<file path="config.mk">
export PLATFORM = sky130hd
export DESIGN_NAME = bwp_extractor_flat
export DESIGN_NICKNAME = d
export VERILOG_FILES = /design/src/rtl/ssb_pkg.sv /design/src/rtl/ssb_stream_if.sv /design/src/rtl/bwp_extractor.sv /design/src/flat_wrapper.sv
export SDC_FILE = /design/constraint.sdc
export NUM_CORES = 1
export LEC_CHECK = 0
export BUFFER_PORTS_ARGS = -buffer_cell sky130_fd_sc_hd__buf_2
export CORE_MARGIN = 4
export CORE_UTILIZATION = 46
export CTS_BUF_LIST = sky130_fd_sc_hd__clkbuf_2
export DETAILED_ROUTE_END_ITERATION = 10
export PLACE_DENSITY = 0.86
export SLEW_MARGIN = 0
export SYNTH_ARGS = -nofsm -noshare
export SYNTH_HDL_FRONTEND = slang
export SYNTH_SLANG_ARGS = --single-unit
</file>
<file path="constraint.sdc">
create_clock -name clk_i -period 0.8 [get_ports clk_i]
set_input_delay 0.2 -clock clk_i [delete_from_list [all_inputs] [get_ports clk_i]]
set_output_delay 0.2 -clock clk_i [all_outputs]
set_load 0.005 [all_outputs]
</file>
<file path="src/rtl/ssb_pkg.sv">
package ssb_pkg;

    // ========================================
    // stream payloads
    // ========================================
    typedef struct packed {
        logic signed [15:0] re;
        logic signed [15:0] im;
    } sample_t;

    localparam int FFT_LEN     = 16;   // also the sync sequence length
    localparam int CP_LEN      = 4;
    localparam int SYM_PER_SSB = 3;

    typedef logic [1:0] sym_idx_t;     // 1 to 3 after the sync symbol

    typedef struct packed {
        sym_idx_t   sym;
        logic [3:0] bin;
    } bin_user_t;

    // ========================================
    // constant tables
    // ========================================
    // bit i is sequence element i, a set bit means -1
    localparam logic [FFT_LEN-1:0] PSS_SEQ = 16'b0001_1010_1100_1110;

    // Q1.14 cos(2*pi*k/16)
    localparam logic signed [15:0] TWIDDLE_RE [0:7] = '{
        16'sd16384, 16'sd15137, 16'sd11585, 16'sd6270,
        16'sd0, -16'sd6270, -16'sd11585, -16'sd15137
    };

    // Q1.14 -sin(2*pi*k/16)
    localparam logic signed [15:0] TWIDDLE_IM [0:7] = '{
        16'sd0, -16'sd6270, -16'sd11585, -16'sd15137,
        -16'sd16384, -16'sd15137, -16'sd11585, -16'sd6270
    };

endpackage

</file>
<file path="src/rtl/ssb_stream_if.sv">
`timescale 1ns/1ps

interface ssb_stream_if import ssb_pkg::*; #(
    parameter type payload_t = sample_t
) ();

    payload_t  tdata;
    bin_user_t tuser;
    logic      tlast;
    logic      tvalid;   // one beat per high cycle, no back-pressure

    modport source (
        output tdata,
        output tuser,
        output tlast,
        output tvalid
    );

    modport sink (
        input tdata,
        input tuser,
        input tlast,
        input tvalid
    );

endinterface

</file>
<file path="src/rtl/bwp_extractor.sv">
`timescale 1ns/1ps

module bwp_extractor import ssb_pkg::*; #(
    parameter int SC_START = 4,
    parameter int SC_NUM   = 8
) (
    input  logic          clk_i,
    input  logic          rst_n_i,
    ssb_stream_if.sink    s,
    output sample_t       m_tdata_o,
    output bin_user_t     m_tuser_o,
    output logic          m_tvalid_o,
    output logic          m_tlast_o,
    output logic          pbch_valid_o,
    output logic          sss_valid_o
);

    logic in_band_w;
    logic band_end_w;
    logic is_pbch_w;

    assign in_band_w  = s.tvalid && (int'(s.tuser.bin) >= SC_START) &&
                        (int'(s.tuser.bin) < SC_START + SC_NUM);
    assign band_end_w = (int'(s.tuser.bin) == SC_START + SC_NUM - 1);
    assign is_pbch_w  = (s.tuser.sym == 2'd1) || (s.tuser.sym == 2'd3);   // SSS sits between

    always_ff @(posedge clk_i or negedge rst_n_i) begin
        if (!rst_n_i) begin
            m_tvalid_o   <= 1'b0;
            m_tlast_o    <= 1'b0;
            pbch_valid_o <= 1'b0;
            sss_valid_o  <= 1'b0;
        end else begin
            m_tvalid_o   <= in_band_w;
            m_tlast_o    <= in_band_w && band_end_w;
            pbch_valid_o <= in_band_w && is_pbch_w;
            sss_valid_o  <= in_band_w && (s.tuser.sym == 2'd2);
        end
    end

    always_ff @(posedge clk_i) begin
        if (in_band_w) begin
            m_tdata_o <= s.tdata;
            m_tuser_o <= s.tuser;
        end
    end

endmodule

</file>
<file path="src/flat_wrapper.sv">
// flat-port wrapper written by rule: the top's interface ports become plain ports
module bwp_extractor_flat import ssb_pkg::*;
#(
    parameter int SC_START = 4,
    parameter int SC_NUM   = 8
)
  (clk_i, rst_n_i, m_tdata_o, m_tuser_o, m_tvalid_o, m_tlast_o, pbch_valid_o, sss_valid_o, s_tdata, s_tuser, s_tlast, s_tvalid);
  ssb_stream_if s_i ();
  input  logic clk_i;
  input  logic rst_n_i;
  output sample_t m_tdata_o;
  output bin_user_t m_tuser_o;
  output logic m_tvalid_o;
  output logic m_tlast_o;
  output logic pbch_valid_o;
  output logic sss_valid_o;
  input wire logic [$bits(s_i.tdata)-1:0] s_tdata;
  input wire logic [$bits(s_i.tuser)-1:0] s_tuser;
  input wire logic [$bits(s_i.tlast)-1:0] s_tlast;
  input wire logic [$bits(s_i.tvalid)-1:0] s_tvalid;
  assign s_i.tdata = s_tdata;
  assign s_i.tuser = s_tuser;
  assign s_i.tlast = s_tlast;
  assign s_i.tvalid = s_tvalid;
  bwp_extractor #(.SC_START(SC_START), .SC_NUM(SC_NUM)) u_core (.clk_i(clk_i), .rst_n_i(rst_n_i), .s(s_i), .m_tdata_o(m_tdata_o), .m_tuser_o(m_tuser_o), .m_tvalid_o(m_tvalid_o), .m_tlast_o(m_tlast_o), .pbch_valid_o(pbch_valid_o), .sss_valid_o(sss_valid_o));
endmodule
</file>
==> flow_summary.toml <==
[synth]
synth_cell_types = 8
syn_avg_cell_area_um2 = 26.9
synth_warnings = 0
syn_area_um2 = 1290
ys_ff_latch = 42
ys_seq_area_share_pct = 96.1
syn-num-nets = 90
syn_inst = 48

[clocking]
cts_resized = 0
post_cts_buffers = 0
cts_tree = "done"
clkTransAtPathRegs_ps = 170
cts_root_buf = "clkbuf_2"
clockBufferDepth = 2
cts_max_level = 2
cts_inserted_buffers = 5
cts_sinks = 42

[routing]
routed_wirelength_mm = 3.32
first_pass_iters = 2
drc = 0
vias_per_cell = 4.53
ant_nets = 0
routedWlPerCell_um = 15.7
drtIter0Drc = 23
vias = 955

[setup_path]
critPathMaxFanout = 1
worstSetupPathType = "reg -> out"
start_kind = "register"
crit_path_end = "m_tdata_o[0]"
critical-path-max-stage-delay_ps = 440
crit_chain = "buf_2"
crit_family = "flip-flops"
path_buf_inv = 1
crit_arrival_ps = 950
critPathLaunch = "u_core.m_tdata_o[0]"
cp_num_cells = 1
crit_path_top_delay_cell = "edfxtp_1"
endpoint_kind = "primary output"
cp.required_ps = 600

[sta]
min_period_ps = 1150
max_freq_ghz = 0.867
hold_ws_ps = 60.7
hold_viol = 0
max_slew_margin_pct = 88.6
finalCritPeriodShare_pct = 144
drv_slew = 0
setup_viol = 43
tightest_slew_ps = 171
tns_ps = -12570
fin_ws_ps = -353
rsz0062_at_grt = "yes"

[place]
preCtsSetupSlack_ps = -367
port_buffers = 82
placed_cell_area_um2 = 1830
gp_congestion = 0.695

[final_layout]
area_growth_pct = 72.8
n_antenna_cell = 0
final_nets = 223
design_area_um2 = 2230
drive_gt1_share_pct = 55.2

[power]
p_per_area_nw_per_um2 = 1820
finalPower_mw = 4.06
leakage_nw = 0.991
ir_drop_uv = 1850

[worst_hold_path]
worst_hold_path_type = "in -> reg"

[global_route]
grt_pass1_wl_mm = 4.90
grt_max_degree = 18
grt_usage_pct = 19.6
antenna_found_initial = 0
grt_pass1_vias = 1045
grt.overflow.total = 0

[floorplanning]
rows = 18
die-area_um2 = 3720
die_w_um = 61.0
die_y_um = 61.0
pin_count = 84
initial_utilization_pct = 50.3
core-area_um2 = 2570

[outcome]
violations = "setup timing"
status = "complete, but fails checks"

[run]
drv_cap = 0
-- worst min path at each step --
| stage | startpoint | to | slack [ps] | cells past startpoint |
|---|---|---|---|---|
| 6_report | s_tuser[2] | u_core.m_tuser_o[2] | 60 | 1 |
| 5_1_grt | s_tuser[2] | u_core.m_tuser_o[2] | 10 | 1 |
| 4_1_cts | s_tuser[2] | u_core.m_tuser_o[2] | 20 | 1 |
| 3_5_place_dp | rst_n_i | u_core.m_tlast_o | 10 | 1 |
| 3_3_place_gp | rst_n_i | u_core.m_tlast_o | 6 | 1 |
| 2_1_floorplan | rst_n_i | u_core.m_tlast_o | -100 | 0 |
-- area by class of cell --
| class | instances | area [um2] |
|---|---|---|
| flip-flops and latches | 42 | 1240 |
| repair buffers | 126 | 858 |
| fillers | 121 | 337 |
| multi-input cells | 6 | 58.8 |
| well taps | 30 | 37.5 |
| clock buffers | 7 | 35.0 |
-- per-stage QoR --
stage	util [%]	std cells
finish	86.9	211
global route	86.9	211
CTS	86.9	211
detailed placement	71.1	167
global placement	71.1	167
floorplan	-	48
-- registers in the layout, indices dropped and copies added (netlist names) --
register	cells
u_core.m_tlast_o	1
u_core.m_tdata_o	32
u_core.m_tvalid_o	1
u_core.pbch_valid_o	1
u_core.m_tuser_o	6
u_core.sss_valid_o	1
-- logic make-up after synthesis --
| group | count (synthesis) | share of synthesized area [%] |
|---|---|---|
| flops | 42 | 96.1 |
| xor+xnor | 1 | 0.678 |
| simple gates | 5 | 3.20 |
-- synth_stat cells (all sizes together) --
master	number	area share (%)
and4bb	1	0.97
and3	1	0.58
and2	1	0.58
edfxtp	38	88
xor2	1	0.68
and4b	1	0.78
nand2	1	0.29
dfrtp	4	7.8
-- what timing repair did --
action                                  CTS  global route
endpoints found under the hold margin    40             0
endpoints found under the setup margin   42            42
hold buffers                             37             0
-- placed cells by master (no fill, tap or decap) --
master,netlist,layout
buf_2,0,82
edfxtp_1,38,38
dlygate4sd3_1,0,37
clkbuf_2,0,7
buf_4,0,5
dfrtp_1,4,4
buf_12,0,2
xor2_2,0,1
and2_4,0,1
nand2_1,1,1
and4bb_2,1,1
and3_2,1,1
and4b_1,1,1
-- routing by layer --
metal	GRT usage, %	share of wire (%)
met1	21.4	36
met4	3.72	0.81
met2	34.7	48
met5	0	0
met3	9.79	15
-- power by group --
part | leakage (nW) | internal [mW] | switching [mW]
clock network | 0.0291 | 0.228 | 0.573
logic | 0.552 | 0.367 | 0.235
registers | 0.411 | 2.61 | 0.0500
total | 0.991 | 3.21 | 0.858
Note: power is estimated with default switching activity, not from simulation.
