File: src/rtl/ssb_pkg.sv
package ssb_pkg;

    // ========================================
    // stream payloads
    // ========================================
    typedef struct packed {
        logic signed [15:0] re;
        logic signed [15:0] im;
    } sample_t;

    localparam int FFT_LEN     = 16;   // also the sync sequence length
    localparam int CP_LEN      = 4;
    localparam int SYM_PER_SSB = 3;

    typedef logic [1:0] sym_idx_t;     // 1 to 3 after the sync symbol

    typedef struct packed {
        sym_idx_t   sym;
        logic [3:0] bin;
    } bin_user_t;

    // ========================================
    // constant tables
    // ========================================
    // bit i is sequence element i, a set bit means -1
    localparam logic [FFT_LEN-1:0] PSS_SEQ = 16'b0001_1010_1100_1110;

    // Q1.14 cos(2*pi*k/16)
    localparam logic signed [15:0] TWIDDLE_RE [0:7] = '{
        16'sd16384, 16'sd15137, 16'sd11585, 16'sd6270,
        16'sd0, -16'sd6270, -16'sd11585, -16'sd15137
    };

    // Q1.14 -sin(2*pi*k/16)
    localparam logic signed [15:0] TWIDDLE_IM [0:7] = '{
        16'sd0, -16'sd6270, -16'sd11585, -16'sd15137,
        -16'sd16384, -16'sd15137, -16'sd11585, -16'sd6270
    };

endpackage

File: src/rtl/ssb_stream_if.sv
`timescale 1ns/1ps

interface ssb_stream_if import ssb_pkg::*; #(
    parameter type payload_t = sample_t
) ();

    payload_t  tdata;
    bin_user_t tuser;
    logic      tlast;
    logic      tvalid;   // one beat per high cycle, no back-pressure

    modport source (
        output tdata,
        output tuser,
        output tlast,
        output tvalid
    );

    modport sink (
        input tdata,
        input tuser,
        input tlast,
        input tvalid
    );

endinterface

File: src/rtl/pss_detector.sv
`timescale 1ns/1ps

module pss_detector import ssb_pkg::*; #(
    parameter int unsigned THRESHOLD = 16000
) (
    input  logic                clk_i,
    input  logic                rst_n_i,
    input  sample_t             s_tdata_i,
    input  logic                s_tvalid_i,
    input  logic                search_en_i,
    ssb_stream_if.source        m,
    output logic                peak_o
);

    localparam int ACC_W = 22;

    sample_t                   shift_q [FFT_LEN];  // shift_q[0] is the newest sample
    logic                      valid_d1_q;
    logic signed [ACC_W-1:0]   acc_re_w;
    logic signed [ACC_W-1:0]   acc_im_w;
    logic        [ACC_W-1:0]   abs_re_w;
    logic        [ACC_W-1:0]   abs_im_w;
    logic        [ACC_W:0]     mag_w;

    // ========================================
    // sample window
    // ========================================
    always_ff @(posedge clk_i or negedge rst_n_i) begin
        if (!rst_n_i) begin
            for (int i = 0; i < FFT_LEN; i++) begin
                shift_q[i] <= '0;
            end
            valid_d1_q <= 1'b0;
        end else begin
            valid_d1_q <= s_tvalid_i;
            if (s_tvalid_i) begin
                shift_q[0] <= s_tdata_i;
                for (int i = 1; i < FFT_LEN; i++) begin
                    shift_q[i] <= shift_q[i-1];
                end
            end
        end
    end

    // ========================================
    // correlation against the local sequence
    // ========================================
    always_comb begin
        acc_re_w = '0;
        acc_im_w = '0;
        for (int j = 0; j < FFT_LEN; j++) begin
            // newest sample pairs with the last sequence element
            if (PSS_SEQ[FFT_LEN-1-j]) begin
                acc_re_w = acc_re_w - shift_q[j].re;
                acc_im_w = acc_im_w - shift_q[j].im;
            end else begin
                acc_re_w = acc_re_w + shift_q[j].re;
                acc_im_w = acc_im_w + shift_q[j].im;
            end
        end
        abs_re_w = acc_re_w[ACC_W-1] ? -acc_re_w : acc_re_w;
        abs_im_w = acc_im_w[ACC_W-1] ? -acc_im_w : acc_im_w;
        mag_w    = {1'b0, abs_re_w} + {1'b0, abs_im_w};   // cheap |re|+|im| magnitude
    end

    always_ff @(posedge clk_i or negedge rst_n_i) begin
        if (!rst_n_i) begin
            peak_o   <= 1'b0;
            m.tvalid <= 1'b0;
        end else begin
            peak_o   <= valid_d1_q && search_en_i && (mag_w >= THRESHOLD);
            m.tvalid <= valid_d1_q;
        end
    end

    always_ff @(posedge clk_i) begin
        m.tdata <= shift_q[0];   // second stage of the 2 clock delay
    end

    assign m.tuser = '0;
    assign m.tlast = 1'b0;

    // search_en only falls after a peak has been taken by the framer
    a_peak_in_search: assert property (
        @(posedge clk_i) disable iff (!rst_n_i) peak_o |-> search_en_i
    );

endmodule

File: src/flat_wrapper.sv
// flat-port wrapper written by rule: the top's interface ports become plain ports
module pss_detector_flat import ssb_pkg::*;
#(
    parameter int unsigned THRESHOLD = 16000
)
  (clk_i, rst_n_i, s_tdata_i, s_tvalid_i, search_en_i, peak_o, m_tdata, m_tuser, m_tlast, m_tvalid);
  ssb_stream_if m_i ();
  input  logic clk_i;
  input  logic rst_n_i;
  input  sample_t s_tdata_i;
  input  logic s_tvalid_i;
  input  logic search_en_i;
  output logic peak_o;
  output wire logic [$bits(m_i.tdata)-1:0] m_tdata;
  output wire logic [$bits(m_i.tuser)-1:0] m_tuser;
  output wire logic [$bits(m_i.tlast)-1:0] m_tlast;
  output wire logic [$bits(m_i.tvalid)-1:0] m_tvalid;
  assign m_tdata = m_i.tdata;
  assign m_tuser = m_i.tuser;
  assign m_tlast = m_i.tlast;
  assign m_tvalid = m_i.tvalid;
  pss_detector #(.THRESHOLD(THRESHOLD)) u_core (.clk_i(clk_i), .rst_n_i(rst_n_i), .s_tdata_i(s_tdata_i), .s_tvalid_i(s_tvalid_i), .search_en_i(search_en_i), .m(m_i), .peak_o(peak_o));
endmodule
File: config.mk
export PLATFORM = sky130hd
export DESIGN_NAME = pss_detector_flat
export DESIGN_NICKNAME = d
export VERILOG_FILES = /design/src/rtl/ssb_pkg.sv /design/src/rtl/ssb_stream_if.sv /design/src/rtl/pss_detector.sv /design/src/flat_wrapper.sv
export SDC_FILE = /design/constraint.sdc
export NUM_CORES = 2
export LEC_CHECK = 0
export BUFFER_PORTS_ARGS = -buffer_cell sky130_fd_sc_hd__buf_2
export CORE_UTILIZATION = 64
export CTS_CLUSTER_SIZE = 25
export DETAILED_ROUTE_END_ITERATION = 16
export GPL_TIMING_DRIVEN = 0
export PLACE_DENSITY = 0.85
export SYNTH_ARGS = -nofsm -noshare
export SYNTH_HDL_FRONTEND = slang
export SYNTH_SLANG_ARGS = --single-unit
File: constraint.sdc
create_clock -name clk_i -period 13.2 [get_ports clk_i]
set_input_delay 1.32 -clock clk_i [delete_from_list [all_inputs] [get_ports clk_i]]
set_output_delay 1.32 -clock clk_i [all_outputs]
set_load 0.02 [all_outputs]
==> summary by stage <==
STA
On the final layout, the worst clock skew is roughly 0.026 ns. Setup repair after global routing left no endpoint under its margin. For the pin with the worst max-slew slack, the measured transition is 1.29 ns. Setup violations remaining at the end of the flow were counted as 0.

The clock period could shrink to 11.80 ns. Based on the critical path, the design can be clocked at up to 84.7 MHz. The relative max-transition margin is 0.138. The setup TNS is 0 ns. The final count of hold timing violations was 0. The portion of the clock cycle consumed by the worst path in the final layout is 0.894.

The count of pins over their slew limit is 0.

Synth
The post-synthesis instance area is 0.0357 mm². The cell count after synthesis came out at 2862. The most common cell in the synthesized netlist is sky130_fd_sc_hd__dfrtp_1.

Counting flops and latches in the post-synthesis netlist gives 547. The sequential-to-total area share from yosys stat is 0.379. The synthesized design spends more area on one cell type than any other, namely sky130_fd_sc_hd__dfrtp_1. The count of cell types in the netlist is 80. In the synthesized netlist the dominant register cell turns out to be sky130_fd_sc_hd__dfrtp_1. The number of enable-type register cells in the synthesized netlist is 0. The area fraction of the dominant cell type after synthesis is 0.361.

The synthesized area divided by synthesized cell count is between 10 and 15 µm². The fraction of synthesis flops using an asynchronous set or reset pin is 0.941. Ranked by instance count, the synthesized netlist is headed by 515 x sky130_fd_sc_hd__dfrtp_1, 461 x sky130_fd_sc_hd__fa_1, 446 x sky130_fd_sc_hd__inv_1.

By area the synthesized netlist is led by sky130_fd_sc_hd__dfrtp_1 36%, sky130_fd_sc_hd__fa_1 26%, sky130_fd_sc_hd__mux2_2 14%. Yosys printed 0 warnings.

Route
The first-pass iteration count of the detailed router is 5. After detailed routing, the number of remaining DRC violations is 0. The detailed router finished its first iteration with 2002 violations.

The mean routed wirelength per cell is 23.1 µm. For this block, the via count after detailed routing is 22600. In this run the remaining antenna-violating nets after routing total 0. The per-cell via count in the routed design is roughly 6.0. The final layout contains routed wiring with a total length of approximately 88000 µm.

CTS
The post-CTS repair timing setup buffer count is 0. For this design, the CTS-stage hold fixing added 0 buffers. The H-tree generated during clock tree synthesis spans 2 levels. TritonCTS built the clock tree. The number of clock sinks is 547. After clock tree synthesis, the clock-pin slew on the worst setup and hold paths is 0.07 ns. The maximum clock insertion buffer count is 3. The CTS buffer count is 55.

The clock root buffer is sky130_fd_sc_hd__clkbuf_16. The insertion delay of the later-clocked pin in the worst-skew pair is approximately 0.62 ns. Post-CTS repair changed the size of 0 cells.

Floorplan
77 I/O pins were placed. The width of the die is roughly 240 µm. The full die area is 0.0567 mm². The standard-cell row count is 86. The effective utilization at floorplan is 0.648.

The vertical extent of the die is roughly 240 µm. The region available for standard cell placement spans 0.0551 mm².

Critical path
STA puts the critical path data arrival time at 12.28 ns. STA puts the critical path data required time at 13.67 ns. The setup path with the least slack is of type reg2reg.

Among the stages of the critical path, the cell type that occurs most often is sky130_fd_sc_hd__fa_1. The largest single stage delay on the critical path is 0.55 ns. The worst setup path is launched from a flop.

The maximum fanout encountered on the critical timing path is 10. On the critical path, the stage with the largest delay is an instance of sky130_fd_sc_hd__fa_1. The worst setup path is captured at a flop.

Global route
The via count of the first global-routing pass is roughly 25000. The pin count of the biggest net entering global routing is 131. The sum of overflow across all layers after global routing is 0.

The first-pass GRT wire length is between 100000 and 150000 µm. The overall track demand over capacity in global routing is 0.328. The initial antenna violation count came to 1.

Final layout
The number of antenna diodes in the final layout is 0. The total area of multi-input combinational cells is 0.0201 mm². The net total in the final layout is around 3600. Relative to the synthesized area, the layout overhead comes to 9.28%. In the final layout, the share of cells above drive strength 1 is 0.205. The area used by sequential logic in the layout is 0.0135 mm².

After filler insertion, the fill cell instance count of the layout stands at 3552.

Placed design
Input and output buffers added on the ports amount to just under 70. The congestion estimate from routability-driven global placement came to ~0.94. Summed over all nets, the half-perimeter wirelength after detailed placement is 64100 µm.

Min path
The min-delay analysis places its worst path in the category reg2reg.

Run status
The run finished with clean final reports.

Flow run
The number of max-capacitance violations reported is 0.
-- metal layers --
metal,GRT usage,part of all wire
met1,0.444,0.40
met2,0.523,0.48
met3,0.0680,0.077
met4,0.133,0.042
met5,0,0
-- area by class of cell --
cell class | instances | area share
Inverter | 446 | 0.0429
Clock inverter | 24 | 0.00690
Sequential cell | 547 | 0.347
Tap cell | 748 | 0.0240
Timing Repair Buffer | 73 | 0.0119
Multi-Input combinational cell | 1787 | 0.516
Clock buffer | 79 | 0.0415
Buffer | 88 | 0.00921
-- through the flow --
stage | instances | cell area (µm²) | hold slack, ns | worst slack, ns | utilization
after floorplan | 2868 | 35700 | 0.354 | 3.15 | -
final | 3792 | 39000 | 0.379 | 1.40 | 0.708
after global placement | 3685 | 37000 | 0.359 | 0.675 | 0.671
after CTS | 3792 | 39000 | 0.383 | 1.54 | 0.708
after detailed placement | 3689 | 37100 | 0.368 | 1.56 | 0.673
after global routing | 3792 | 39000 | 0.389 | 0.661 | 0.708
-- state kept, by name, summed over array words and instances, names as in the netlist --
register and cells:
u_core.m.tdata 32, u_core.m.tvalid 1, u_core.peak_o 1, u_core.shift_q 512
u_core.valid_d1_q 1
-- layout by cell type (no fill, tap or decap), types with 13 or more instances in the layout --
cell                        instances
sky130_fd_sc_hd__nor3_1            26
sky130_fd_sc_hd__nand2_1          152
sky130_fd_sc_hd__clkbuf_1          82
sky130_fd_sc_hd__ha_1             102
sky130_fd_sc_hd__o211ai_1          14
sky130_fd_sc_hd__a21oi_1           60
sky130_fd_sc_hd__a31oi_1           13
sky130_fd_sc_hd__clkbuf_8          15
sky130_fd_sc_hd__clkbuf_16         55
sky130_fd_sc_hd__xor2_1            36
sky130_fd_sc_hd__buf_2             70
sky130_fd_sc_hd__dfrtp_1          515
sky130_fd_sc_hd__a21o_1            26
sky130_fd_sc_hd__inv_1            446
sky130_fd_sc_hd__xnor2_1           67
sky130_fd_sc_hd__o21a_1            16
sky130_fd_sc_hd__fa_1             461
sky130_fd_sc_hd__or3_1             13
sky130_fd_sc_hd__nand3_1           36
sky130_fd_sc_hd__nor2_1            42
sky130_fd_sc_hd__o21ai_0          128
sky130_fd_sc_hd__nor2b_1           14
sky130_fd_sc_hd__dfxtp_1           32
sky130_fd_sc_hd__mux2_2           429
-- kinds of logic (layout without fill, tap and decap cells) --
kind of cell | count (synthesis) | in the layout | share of synthesized area
muxes | 432 | 432 | 0.136
xor gates and xnor gates | 103 | 103 | 0.0253
and+or+nand+nor | 342 | 342 | 0.0463
other | 1 | 7 | 0.000105
DFF | 547 | 547 | 0.379
buffers and inverters | 534 | 710 | 0.0570
AOI/OAI and AO/OA | 338 | 338 | 0.0608
adders and majority gates | 565 | 565 | 0.295
-- critical path, delay by kind of cell (launching register included) --
kind,cells,cell delay [ns]
flops,1,0.42
fa+ha+maj,11,4.65
buf+inv,7,0.76
compound gates,17,3.31
simple gates,6,1.64
xor+xnor,3,0.82
-- path summary, 6_finish.rpt --
kind | cells after the start | startpoint | endpoint | slack, ns
setup / recovery | 44 | u_core.shift_q[433]$_DFFE_PN0P_ | u_core.peak_o$_DFF_PN0_ | 1.40
hold / removal | 0 | u_core.valid_d1_q$_DFF_PN0_ | u_core.m.tvalid$_DFF_PN0_ | 0.38
setup reg to reg | 44 | u_core.shift_q[433]$_DFFE_PN0P_ | u_core.peak_o$_DFF_PN0_ | 1.40
hold reg to reg | 0 | u_core.valid_d1_q$_DFF_PN0_ | u_core.m.tvalid$_DFF_PN0_ | 0.38
max in group asynchronous | 3 | rst_n_i | u_core.shift_q[81]$_DFFE_PN0P_ | 10.91
min in group asynchronous | 1 | rst_n_i | u_core.shift_q[385]$_DFFE_PN0P_ | 0.75
Power is not shown: default switching activity piles up to over one toggle a cycle in this logic, so the estimate is an artifact.
