<file path="src/rtl/ssb_pkg.sv">
package ssb_pkg;

    // ========================================
    // stream payloads
    // ========================================
    typedef struct packed {
        logic signed [15:0] re;
        logic signed [15:0] im;
    } sample_t;

    localparam int FFT_LEN     = 16;   // also the sync sequence length
    localparam int CP_LEN      = 4;
    localparam int SYM_PER_SSB = 3;

    typedef logic [1:0] sym_idx_t;     // 1 to 3 after the sync symbol

    typedef struct packed {
        sym_idx_t   sym;
        logic [3:0] bin;
    } bin_user_t;

    // ========================================
    // constant tables
    // ========================================
    // bit i is sequence element i, a set bit means -1
    localparam logic [FFT_LEN-1:0] PSS_SEQ = 16'b0001_1010_1100_1110;

    // Q1.14 cos(2*pi*k/16)
    localparam logic signed [15:0] TWIDDLE_RE [0:7] = '{
        16'sd16384, 16'sd15137, 16'sd11585, 16'sd6270,
        16'sd0, -16'sd6270, -16'sd11585, -16'sd15137
    };

    // Q1.14 -sin(2*pi*k/16)
    localparam logic signed [15:0] TWIDDLE_IM [0:7] = '{
        16'sd0, -16'sd6270, -16'sd11585, -16'sd15137,
        -16'sd16384, -16'sd15137, -16'sd11585, -16'sd6270
    };

endpackage

</file>
<file path="src/rtl/ssb_stream_if.sv">
`timescale 1ns/1ps

interface ssb_stream_if import ssb_pkg::*; #(
    parameter type payload_t = sample_t
) ();

    payload_t  tdata;
    bin_user_t tuser;
    logic      tlast;
    logic      tvalid;   // one beat per high cycle, no back-pressure

    modport source (
        output tdata,
        output tuser,
        output tlast,
        output tvalid
    );

    modport sink (
        input tdata,
        input tuser,
        input tlast,
        input tvalid
    );

endinterface

</file>
<file path="src/rtl/frame_sync.sv">
`timescale 1ns/1ps

module frame_sync import ssb_pkg::*; (
    input  logic          clk_i,
    input  logic          rst_n_i,
    input  logic          peak_i,
    ssb_stream_if.sink    s,
    ssb_stream_if.source  m,
    output logic          search_en_o
);

    localparam int SYM_LEN = CP_LEN + FFT_LEN;

    logic       active_q;
    sym_idx_t   sym_q;
    logic [4:0] pos_q;      // sample position inside the current symbol
    logic       take_w;
    logic       in_body_w;
    logic       sym_end_w;
    logic [3:0] bin_w;

    assign take_w    = active_q && s.tvalid;
    assign in_body_w = (pos_q >= CP_LEN);
    assign sym_end_w = (pos_q == SYM_LEN - 1);
    assign bin_w     = 4'(pos_q - CP_LEN);

    // ========================================
    // symbol counting
    // ========================================
    always_ff @(posedge clk_i or negedge rst_n_i) begin
        if (!rst_n_i) begin
            active_q <= 1'b0;
            sym_q    <= '0;
            pos_q    <= '0;
            m.tvalid <= 1'b0;
            m.tlast  <= 1'b0;
        end else begin
            m.tvalid <= 1'b0;
            m.tlast  <= 1'b0;
            if (peak_i) begin
                // the peak beat is the last sync sample, counting starts after it
                active_q <= 1'b1;
                sym_q    <= sym_idx_t'(1);
                pos_q    <= '0;
            end else if (take_w) begin
                m.tvalid <= in_body_w;      // prefix samples are dropped
                m.tlast  <= sym_end_w;
                if (sym_end_w) begin
                    pos_q <= '0;
                    sym_q <= sym_q + 2'd1;
                    if (sym_q == SYM_PER_SSB) begin
                        active_q <= 1'b0;
                    end
                end else begin
                    pos_q <= pos_q + 5'd1;
                end
            end
        end
    end

    always_ff @(posedge clk_i) begin
        if (take_w) begin
            m.tdata     <= s.tdata;
            m.tuser.sym <= sym_q;
            m.tuser.bin <= bin_w;
        end
    end

    assign search_en_o = !active_q;   // no search while an SSB is being cut

endmodule

</file>
<file path="src/flat_wrapper.sv">
// flat-port wrapper written by rule: the top's interface ports become plain ports
module frame_sync_flat import ssb_pkg::*;
  (clk_i, rst_n_i, peak_i, search_en_o, s_tdata, s_tuser, s_tlast, s_tvalid, m_tdata, m_tuser, m_tlast, m_tvalid);
  ssb_stream_if s_i ();
  ssb_stream_if m_i ();
  input  logic clk_i;
  input  logic rst_n_i;
  input  logic peak_i;
  output logic search_en_o;
  input wire logic [$bits(s_i.tdata)-1:0] s_tdata;
  input wire logic [$bits(s_i.tuser)-1:0] s_tuser;
  input wire logic [$bits(s_i.tlast)-1:0] s_tlast;
  input wire logic [$bits(s_i.tvalid)-1:0] s_tvalid;
  output wire logic [$bits(m_i.tdata)-1:0] m_tdata;
  output wire logic [$bits(m_i.tuser)-1:0] m_tuser;
  output wire logic [$bits(m_i.tlast)-1:0] m_tlast;
  output wire logic [$bits(m_i.tvalid)-1:0] m_tvalid;
  assign s_i.tdata = s_tdata;
  assign s_i.tuser = s_tuser;
  assign s_i.tlast = s_tlast;
  assign s_i.tvalid = s_tvalid;
  assign m_tdata = m_i.tdata;
  assign m_tuser = m_i.tuser;
  assign m_tlast = m_i.tlast;
  assign m_tvalid = m_i.tvalid;
  frame_sync u_core (.clk_i(clk_i), .rst_n_i(rst_n_i), .peak_i(peak_i), .s(s_i), .m(m_i), .search_en_o(search_en_o));
endmodule
</file>
<file path="config.mk">
export PLATFORM = sky130hd
export DESIGN_NAME = frame_sync_flat
export DESIGN_NICKNAME = d
export VERILOG_FILES = /design/src/rtl/ssb_pkg.sv /design/src/rtl/ssb_stream_if.sv /design/src/rtl/frame_sync.sv /design/src/flat_wrapper.sv
export SDC_FILE = /design/constraint.sdc
export NUM_CORES = 1
export LEC_CHECK = 0
export BUFFER_PORTS_ARGS = -buffer_cell sky130_fd_sc_hd__buf_2
export CAP_MARGIN = 10
export CORE_MARGIN = 2
export CORE_UTILIZATION = 44
export DETAILED_ROUTE_END_ITERATION = 6
export PLACE_DENSITY_LB_ADDON = 0.08
export SYNTH_ARGS = -nofsm -noshare
export SYNTH_HDL_FRONTEND = slang
export SYNTH_SLANG_ARGS = --single-unit
</file>
<file path="constraint.sdc">
create_clock -name clk_i -period 2 [get_ports clk_i]
set_input_delay 0.4 -clock clk_i [delete_from_list [all_inputs] [get_ports clk_i]]
set_output_delay 0.4 -clock clk_i [all_outputs]
set_load 0.01 [all_outputs]
</file>
==> results of run 1 <==
[routing by layer]
layer  wire, um  vias up  GRT usage  share of wire
met4         38        0     0.0625          0.013
li1           -      520          -              -
met1       1180      483      0.164           0.41
met5          0        -          0              0
met2       1440       38      0.225           0.50
met3        214        4     0.0545          0.074
[metrics by stage]
stage,area [um2],setup WS [ns],utilization
2_1_floorplan,1690,0.373,-
3_3_place_gp,2140,0.479,0.585
3_5_place_dp,2140,0.421,0.585
4_1_cts,2240,0.403,0.611
5_1_grt,2240,0.295,0.611
6_report,2240,0.399,0.611
[kinds of logic (layout without fill, tap and decap cells)]
| logic type | Yosys count | count (layout) | share of synthesized area |
|---|---|---|---|
| buffers and inverters | 11 | 96 | 0.0245 |
| adders and majority gates | 6 | 6 | 0.0445 |
| AOI/OAI and AO/OA | 11 | 11 | 0.0356 |
| DFF | 48 | 48 | 0.826 |
| and+or+nand+nor | 20 | 20 | 0.0646 |
| xor gates and xnor gates | 1 | 1 | 0.00520 |
[repair_timing]
item                                    4_1_cts  5_1_grt
hold buffers                                  1        0
endpoints found under the hold margin        10        0
endpoints found under the setup margin        0        0
[cell type report]
type | instances | area share
repair buffers | 78 | 0.184
multi-input cells | 38 | 0.113
well taps | 48 | 0.0269
clock buffers | 6 | 0.0325
inverters | 10 | 0.0168
clock inverters | 2 | 0.00504
flip-flops and latches | 48 | 0.622
[cells in the mapped netlist, drive strengths merged]
| cell type | n | share of area |
|---|---|---|
| or3b | 1 | 0.0052 |
| o21ai | 4 | 0.012 |
| nand3 | 4 | 0.012 |
| a21oi | 5 | 0.015 |
| nor3 | 3 | 0.0089 |
| xnor2 | 1 | 0.0052 |
| nand4 | 1 | 0.0037 |
| dfrtp | 10 | 0.15 |
| clkbuf | 1 | 0.0022 |
| nor2 | 2 | 0.0045 |
| nand2 | 5 | 0.013 |
| inv | 10 | 0.022 |
| or3 | 2 | 0.0074 |
| or4b | 1 | 0.0059 |
| nand3b | 1 | 0.0045 |
| edfxtp | 38 | 0.68 |
| ha | 6 | 0.045 |
| a2111oi | 1 | 0.0052 |
| o22ai | 1 | 0.0037 |
[power by group through the flow]
stage	clock [mW]	combinational (mW)	sequential, mW
5_1_grt	0.586	0.150	1.15
4_1_cts	0.552	0.139	1.14
2_1_floorplan	0	0.0282	1.19
6_report	0.525	0.136	1.14
3_3_place_gp	0	0.134	1.16
3_5_place_dp	0	0.137	1.16
[flip-flops by register name, summed over array words and instances (netlist names)]
signal           count
u_core.sym_q         2
u_core.m.tlast       1
u_core.pos_q         5
u_core.m.tuser       6
u_core.m.tvalid      1
u_core.active_q      1
u_core.m.tdata      32
[worst min path at each step]
stage                               to  slack (ns)   startpoint  cells past startpoint
detailed placement     u_core.pos_q[2]        0.28      rst_n_i                      1
floorplan              u_core.active_q        0.10      rst_n_i                      0
CTS                 u_core.m.tdata[18]        0.27  s_tdata[18]                      1
global placement       u_core.pos_q[4]        0.27      rst_n_i                      1
global route        u_core.m.tdata[24]        0.26  s_tdata[24]                      1
finish              u_core.m.tdata[18]        0.28  s_tdata[18]                      1
==> flow_summary.yaml, run 1 <==
power:
  comb_power_share: 0.076
  p_switching_uw: 371
  p_seq_frac: 0.633
  power.leakage_nw: 0.965
  swShare: 0.206
  power_density_mw_per_mm2: 806
  clockPowerShare: 0.291
  intPower_mw: 1.43
  p_total_mw: 1.80
  ir_worst_vdd_uv: 491
global_routing:
  overflow: 0
  grt_pass1_vias: 989
  grt_pass1_wl_um: 4340
  grt_usage: 0.139
  antenna_found_initial: 0
  grt_max_degree: 39
sta:
  rsz0062_at_grt: "false"
  fmax_ghz: 0.625
  slew_viol_final: 0
  setup_viol: 0
  finalHoldViolations: 0
  fin_setup_tns_ns: 0
  fin_crit_sh: 0.800
  hold-worst-slack_ns: 0.280
  min_period_ns: 1.60
  slew_headroom: 0.759
  finalClockSkew_ns: 0.00739
  tightest_slew_ns: 0.353
cts:
  cts_resized: 0
  cts.clk_slew.worst_paths_ns: 0.08
  clkLatencyLatePin_ns: 0.29
  cts_tree: "yes"
  cts_sinks: 48
  htree_num_levels: 2
  clock_path_buffers: 2
  cts_made_buffers: 5
  cts_root_buf: "clkbuf_8"
  cts_setup_buffers: 0
final_layout:
  multiInputGateArea_um2: 253
  regArea_mm2: 0.00139
  final_common_cell: "buf_2"
  instances_no_fill: 230
  fill_cells: 308
  final_cell_mix: "76 x buf_2, 38 x edfxtp_1, 10 x inv_1, 10 x dfrtp_1, 6 x ha_1"
  diodes: 0
  area_growth_pct: 32.7
  nNetsFinal: 230
  layout-drive-gt1-share: 0.462
setup_path:
  cp_max_fo: 6
  critPathTopFamily: "simple AND/OR/NAND/NOR gates"
  endpoint_kind: "flop"
  crit_buf_inv: 1
  r2r_cells: 5
  critical-path-slowest-cell: "dfrtp_1"
  endpoint: "u_core.pos_q[3]"
  crit_type: "flop to flop"
  reg2reg_setup_slack_ns: 0.40
  critPathRequiredTime_ns: 2.21
  start_kind: "flop"
  worstSetupStartpoint: "u_core.pos_q[2]"
  critPathArrivalTime_ns: 1.81
  path_depth: 5
  r2r-end: "u_core.pos_q[3]"
  max_stage_delay_ns: 0.45
  r2r-start: "u_core.pos_q[2]"
  crit_chain: "inv_1, ha_1, nand3_1, or4b_1, o22ai_1"
placed_design:
  gp_congestion: 0.855
  port_buffers: 76
  hpwl_um: 2150
  dpl.cell_count: 221
worst_hold_path:
  min_path_type: "input port to flop"
routing:
  via_per_inst: 4.54
  vias: 1045
  routedWlPerCell_um: 12.5
  ant_nets: 0
  drt_iter0_markers: 54
  routed_wl_um: 2880
  drc_errors: 0
  firstDrtPassIters: 4
yosys:
  syn_area_mm2: 0.00169
  ys_seq_area_frac: 0.826
  synth_cell_types: 20
  syn_nets: 146
  synth_cells: 97
  syn-mean-instance-area_um2: 17.4
  ys_ff_latch: 48
  synth_warnings: 0
floorplan:
  core_mm2: 0.00366
  initial_utilization: 0.460
  die_y_um: 65.9
  die-width_um: 65.9
  die_area_mm2: 0.00434
  ioPinCount: 84
  rows: 22
run_status:
  status: "finished clean"
job:
  cap_violations: 0
(Power assumes the default switching activity.)
==> run 2: changes to the inputs <==
==> constraint.sdc (replaced) <==
create_clock -name clk_i -period 1.5 [get_ports clk_i]
set_input_delay 0.3 -clock clk_i [delete_from_list [all_inputs] [get_ports clk_i]]
set_output_delay 0.3 -clock clk_i [all_outputs]
set_load 0.01 [all_outputs]
==> run 2 against run 1 <==
Against the previous run:
- clock-buffer cell count did not move
- worst hold slack got worse by 0.10 ns
- flip-flop and latch count did not move
- fmax rose by 6.9%
- register-to-register slack got worse by 0.40 ns
- combinational power rose by 44%
- global-route usage rose by 0.95 points
- critical path type unchanged
- critical endpoint is now u_core.m.tvalid
==> flow_summary.yaml, run 2 (synthesis gave the netlist of run 1 again) <==
run_status:
  status: "finished clean"
routing:
  firstDrtPassIters: 4
  via_per_inst: 4.55
  routedWlPerCell_um: 13.0
  drt_iter0_markers: 67
  ant_nets: 0
  vias: 1074
  drc_errors: 0
  routed_wl_um: 3070
cts:
  clkLatencyLatePin_ns: 0.29
  cts_sinks: 48
  cts_tree: "yes"
  htree_num_levels: 2
  cts.clk_slew.worst_paths_ns: 0.08
  cts_made_buffers: 5
  clock_path_buffers: 2
  cts_root_buf: "clkbuf_8"
power:
  ir_worst_vdd_uv: 664
  p_total_mw: 2.60
  power.leakage_nw: 1.01
  power_density_mw_per_mm2: 1120
floorplan:
  core_mm2: 0.00366
  die_area_mm2: 0.00434
  ioPinCount: 84
  die_y_um: 65.9
  initial_utilization: 0.460
  rows: 22
  die-width_um: 65.9
sta:
  finalWorstSetupSlack_ns: 0.00297
  finalHoldViolations: 0
  fin_crit_sh: 0.998
  setup_viol: 0
  slew_headroom: 0.636
  fmax_ghz: 0.668
  hold-worst-slack_ns: 0.175
  min_period_ns: 1.50
  slew_viol_final: 0
  tightest_slew_ns: 0.533
  finalClockSkew_ns: 0.00505
global_routing:
  grt_max_degree: 39
  grt_pass1_wl_um: 4640
  grt_pass1_vias: 1050
  grt_usage: 0.149
  overflow: 0
  antenna_found_initial: 0
setup_path:
  start_kind: "flop"
  endpoint_kind: "flop"
  critPathRequiredTime_ns: 1.66
  crit_type: "flop to flop"
  critPathArrivalTime_ns: 1.66
  cp_max_fo: 5
placed_design:
  place_ws_ns: 0.0566
  port_buffers: 76
  hpwl_um: 2230
  gp_congestion: 0.816
  dpl.cell_count: 226
  dpl-instance-area_mm2: 0.00218
job:
  cap_violations: 0
final_layout:
  diodes: 0
  instances_no_fill: 236
  multiInputGateArea_um2: 272
  stdcell_area_mm2: 0.00233
  reg_top3: "u_core.m.tdata (32), u_core.m.tuser (6), u_core.pos_q (5)"
  final_cell_mix: "76 x buf_2, 38 x edfxtp_1, 10 x dfrtp_1"
  area_growth_pct: 38.1
  regMostFlops: "u_core.m.tdata"
  final_common_cell: "buf_2"
  nNetsFinal: 236
  largest_register_ff_count: 32
  regArea_mm2: 0.00139
  layout-drive-gt1-share: 0.511
  fill_cells: 309
worst_hold_path:
  min_path_type: "input port to flop"
-- run 2: final timing paths --
check / from / endpoint / slack, ns / cells past startpoint
setup / recovery: u_core.pos_q[2] / u_core.m.tvalid / 0.003 / 4
hold / removal: s_tdata[13] / u_core.m.tdata[13] / 0.17 / 1
setup reg to reg: u_core.pos_q[2] / u_core.m.tvalid / 0.003 / 4
hold reg to reg: u_core.sym_q[1] / u_core.m.tuser[5] / 0.48 / 0
max in group asynchronous: rst_n_i / u_core.m.tlast / 0.92 / 2
min in group asynchronous: rst_n_i / u_core.pos_q[2] / 0.39 / 2
-- run 2: power breakdown --
group	switching, mW	leakage (nW)	total [mW]	internal [mW]
clock	0.388	0.0552	0.883	0.494
combinational	0.106	0.461	0.196	0.0903
sequential	0.0143	0.492	1.52	1.50
-- run 2: worst max-delay path, stage by stage (launching register included) --
cell and delay (ns):
dfrtp_1 0.38, buf_4 0.16, ha_1 0.19, a2111oi_0 0.54
nor3_1 0.09
-- run 2: final cells by class --
cell class	count	share of cell area
Multi-Input combinational cell	38	0.117
Timing Repair Buffer	84	0.196
Clock buffer	6	0.0312
Clock inverter	2	0.0151
Sequential cell	48	0.598
Tap cell	48	0.0258
Inverter	10	0.0177
-- run 2: repair_timing --
item | CTS | global route
endpoints found under the hold margin | 10 | 0
gates resized for setup | 0 | 4
setup endpoints to repair | 0 | 4
hold buffers | 1 | 0
buffers inserted | 0 | 1
-- run 2: metal layers --
metal / vias to the layer above / track usage / wire (um)
met3: 2 / 0.0460 / 217
met2: 39 / 0.261 / 1670
li1: 532 / - / -
met1: 501 / 0.166 / 1150
met5: - / 0 / 0
met4: 0 / 0.0625 / 31
-- run 2: stage by stage --
stage | setup TNS [ns] | util
2_1_floorplan | 0 | -
3_3_place_gp | 0 | 0.596
3_5_place_dp | 0 | 0.596
4_1_cts | 0 | 0.629
5_1_grt | -0.0386 | 0.636
6_report | 0 | 0.636
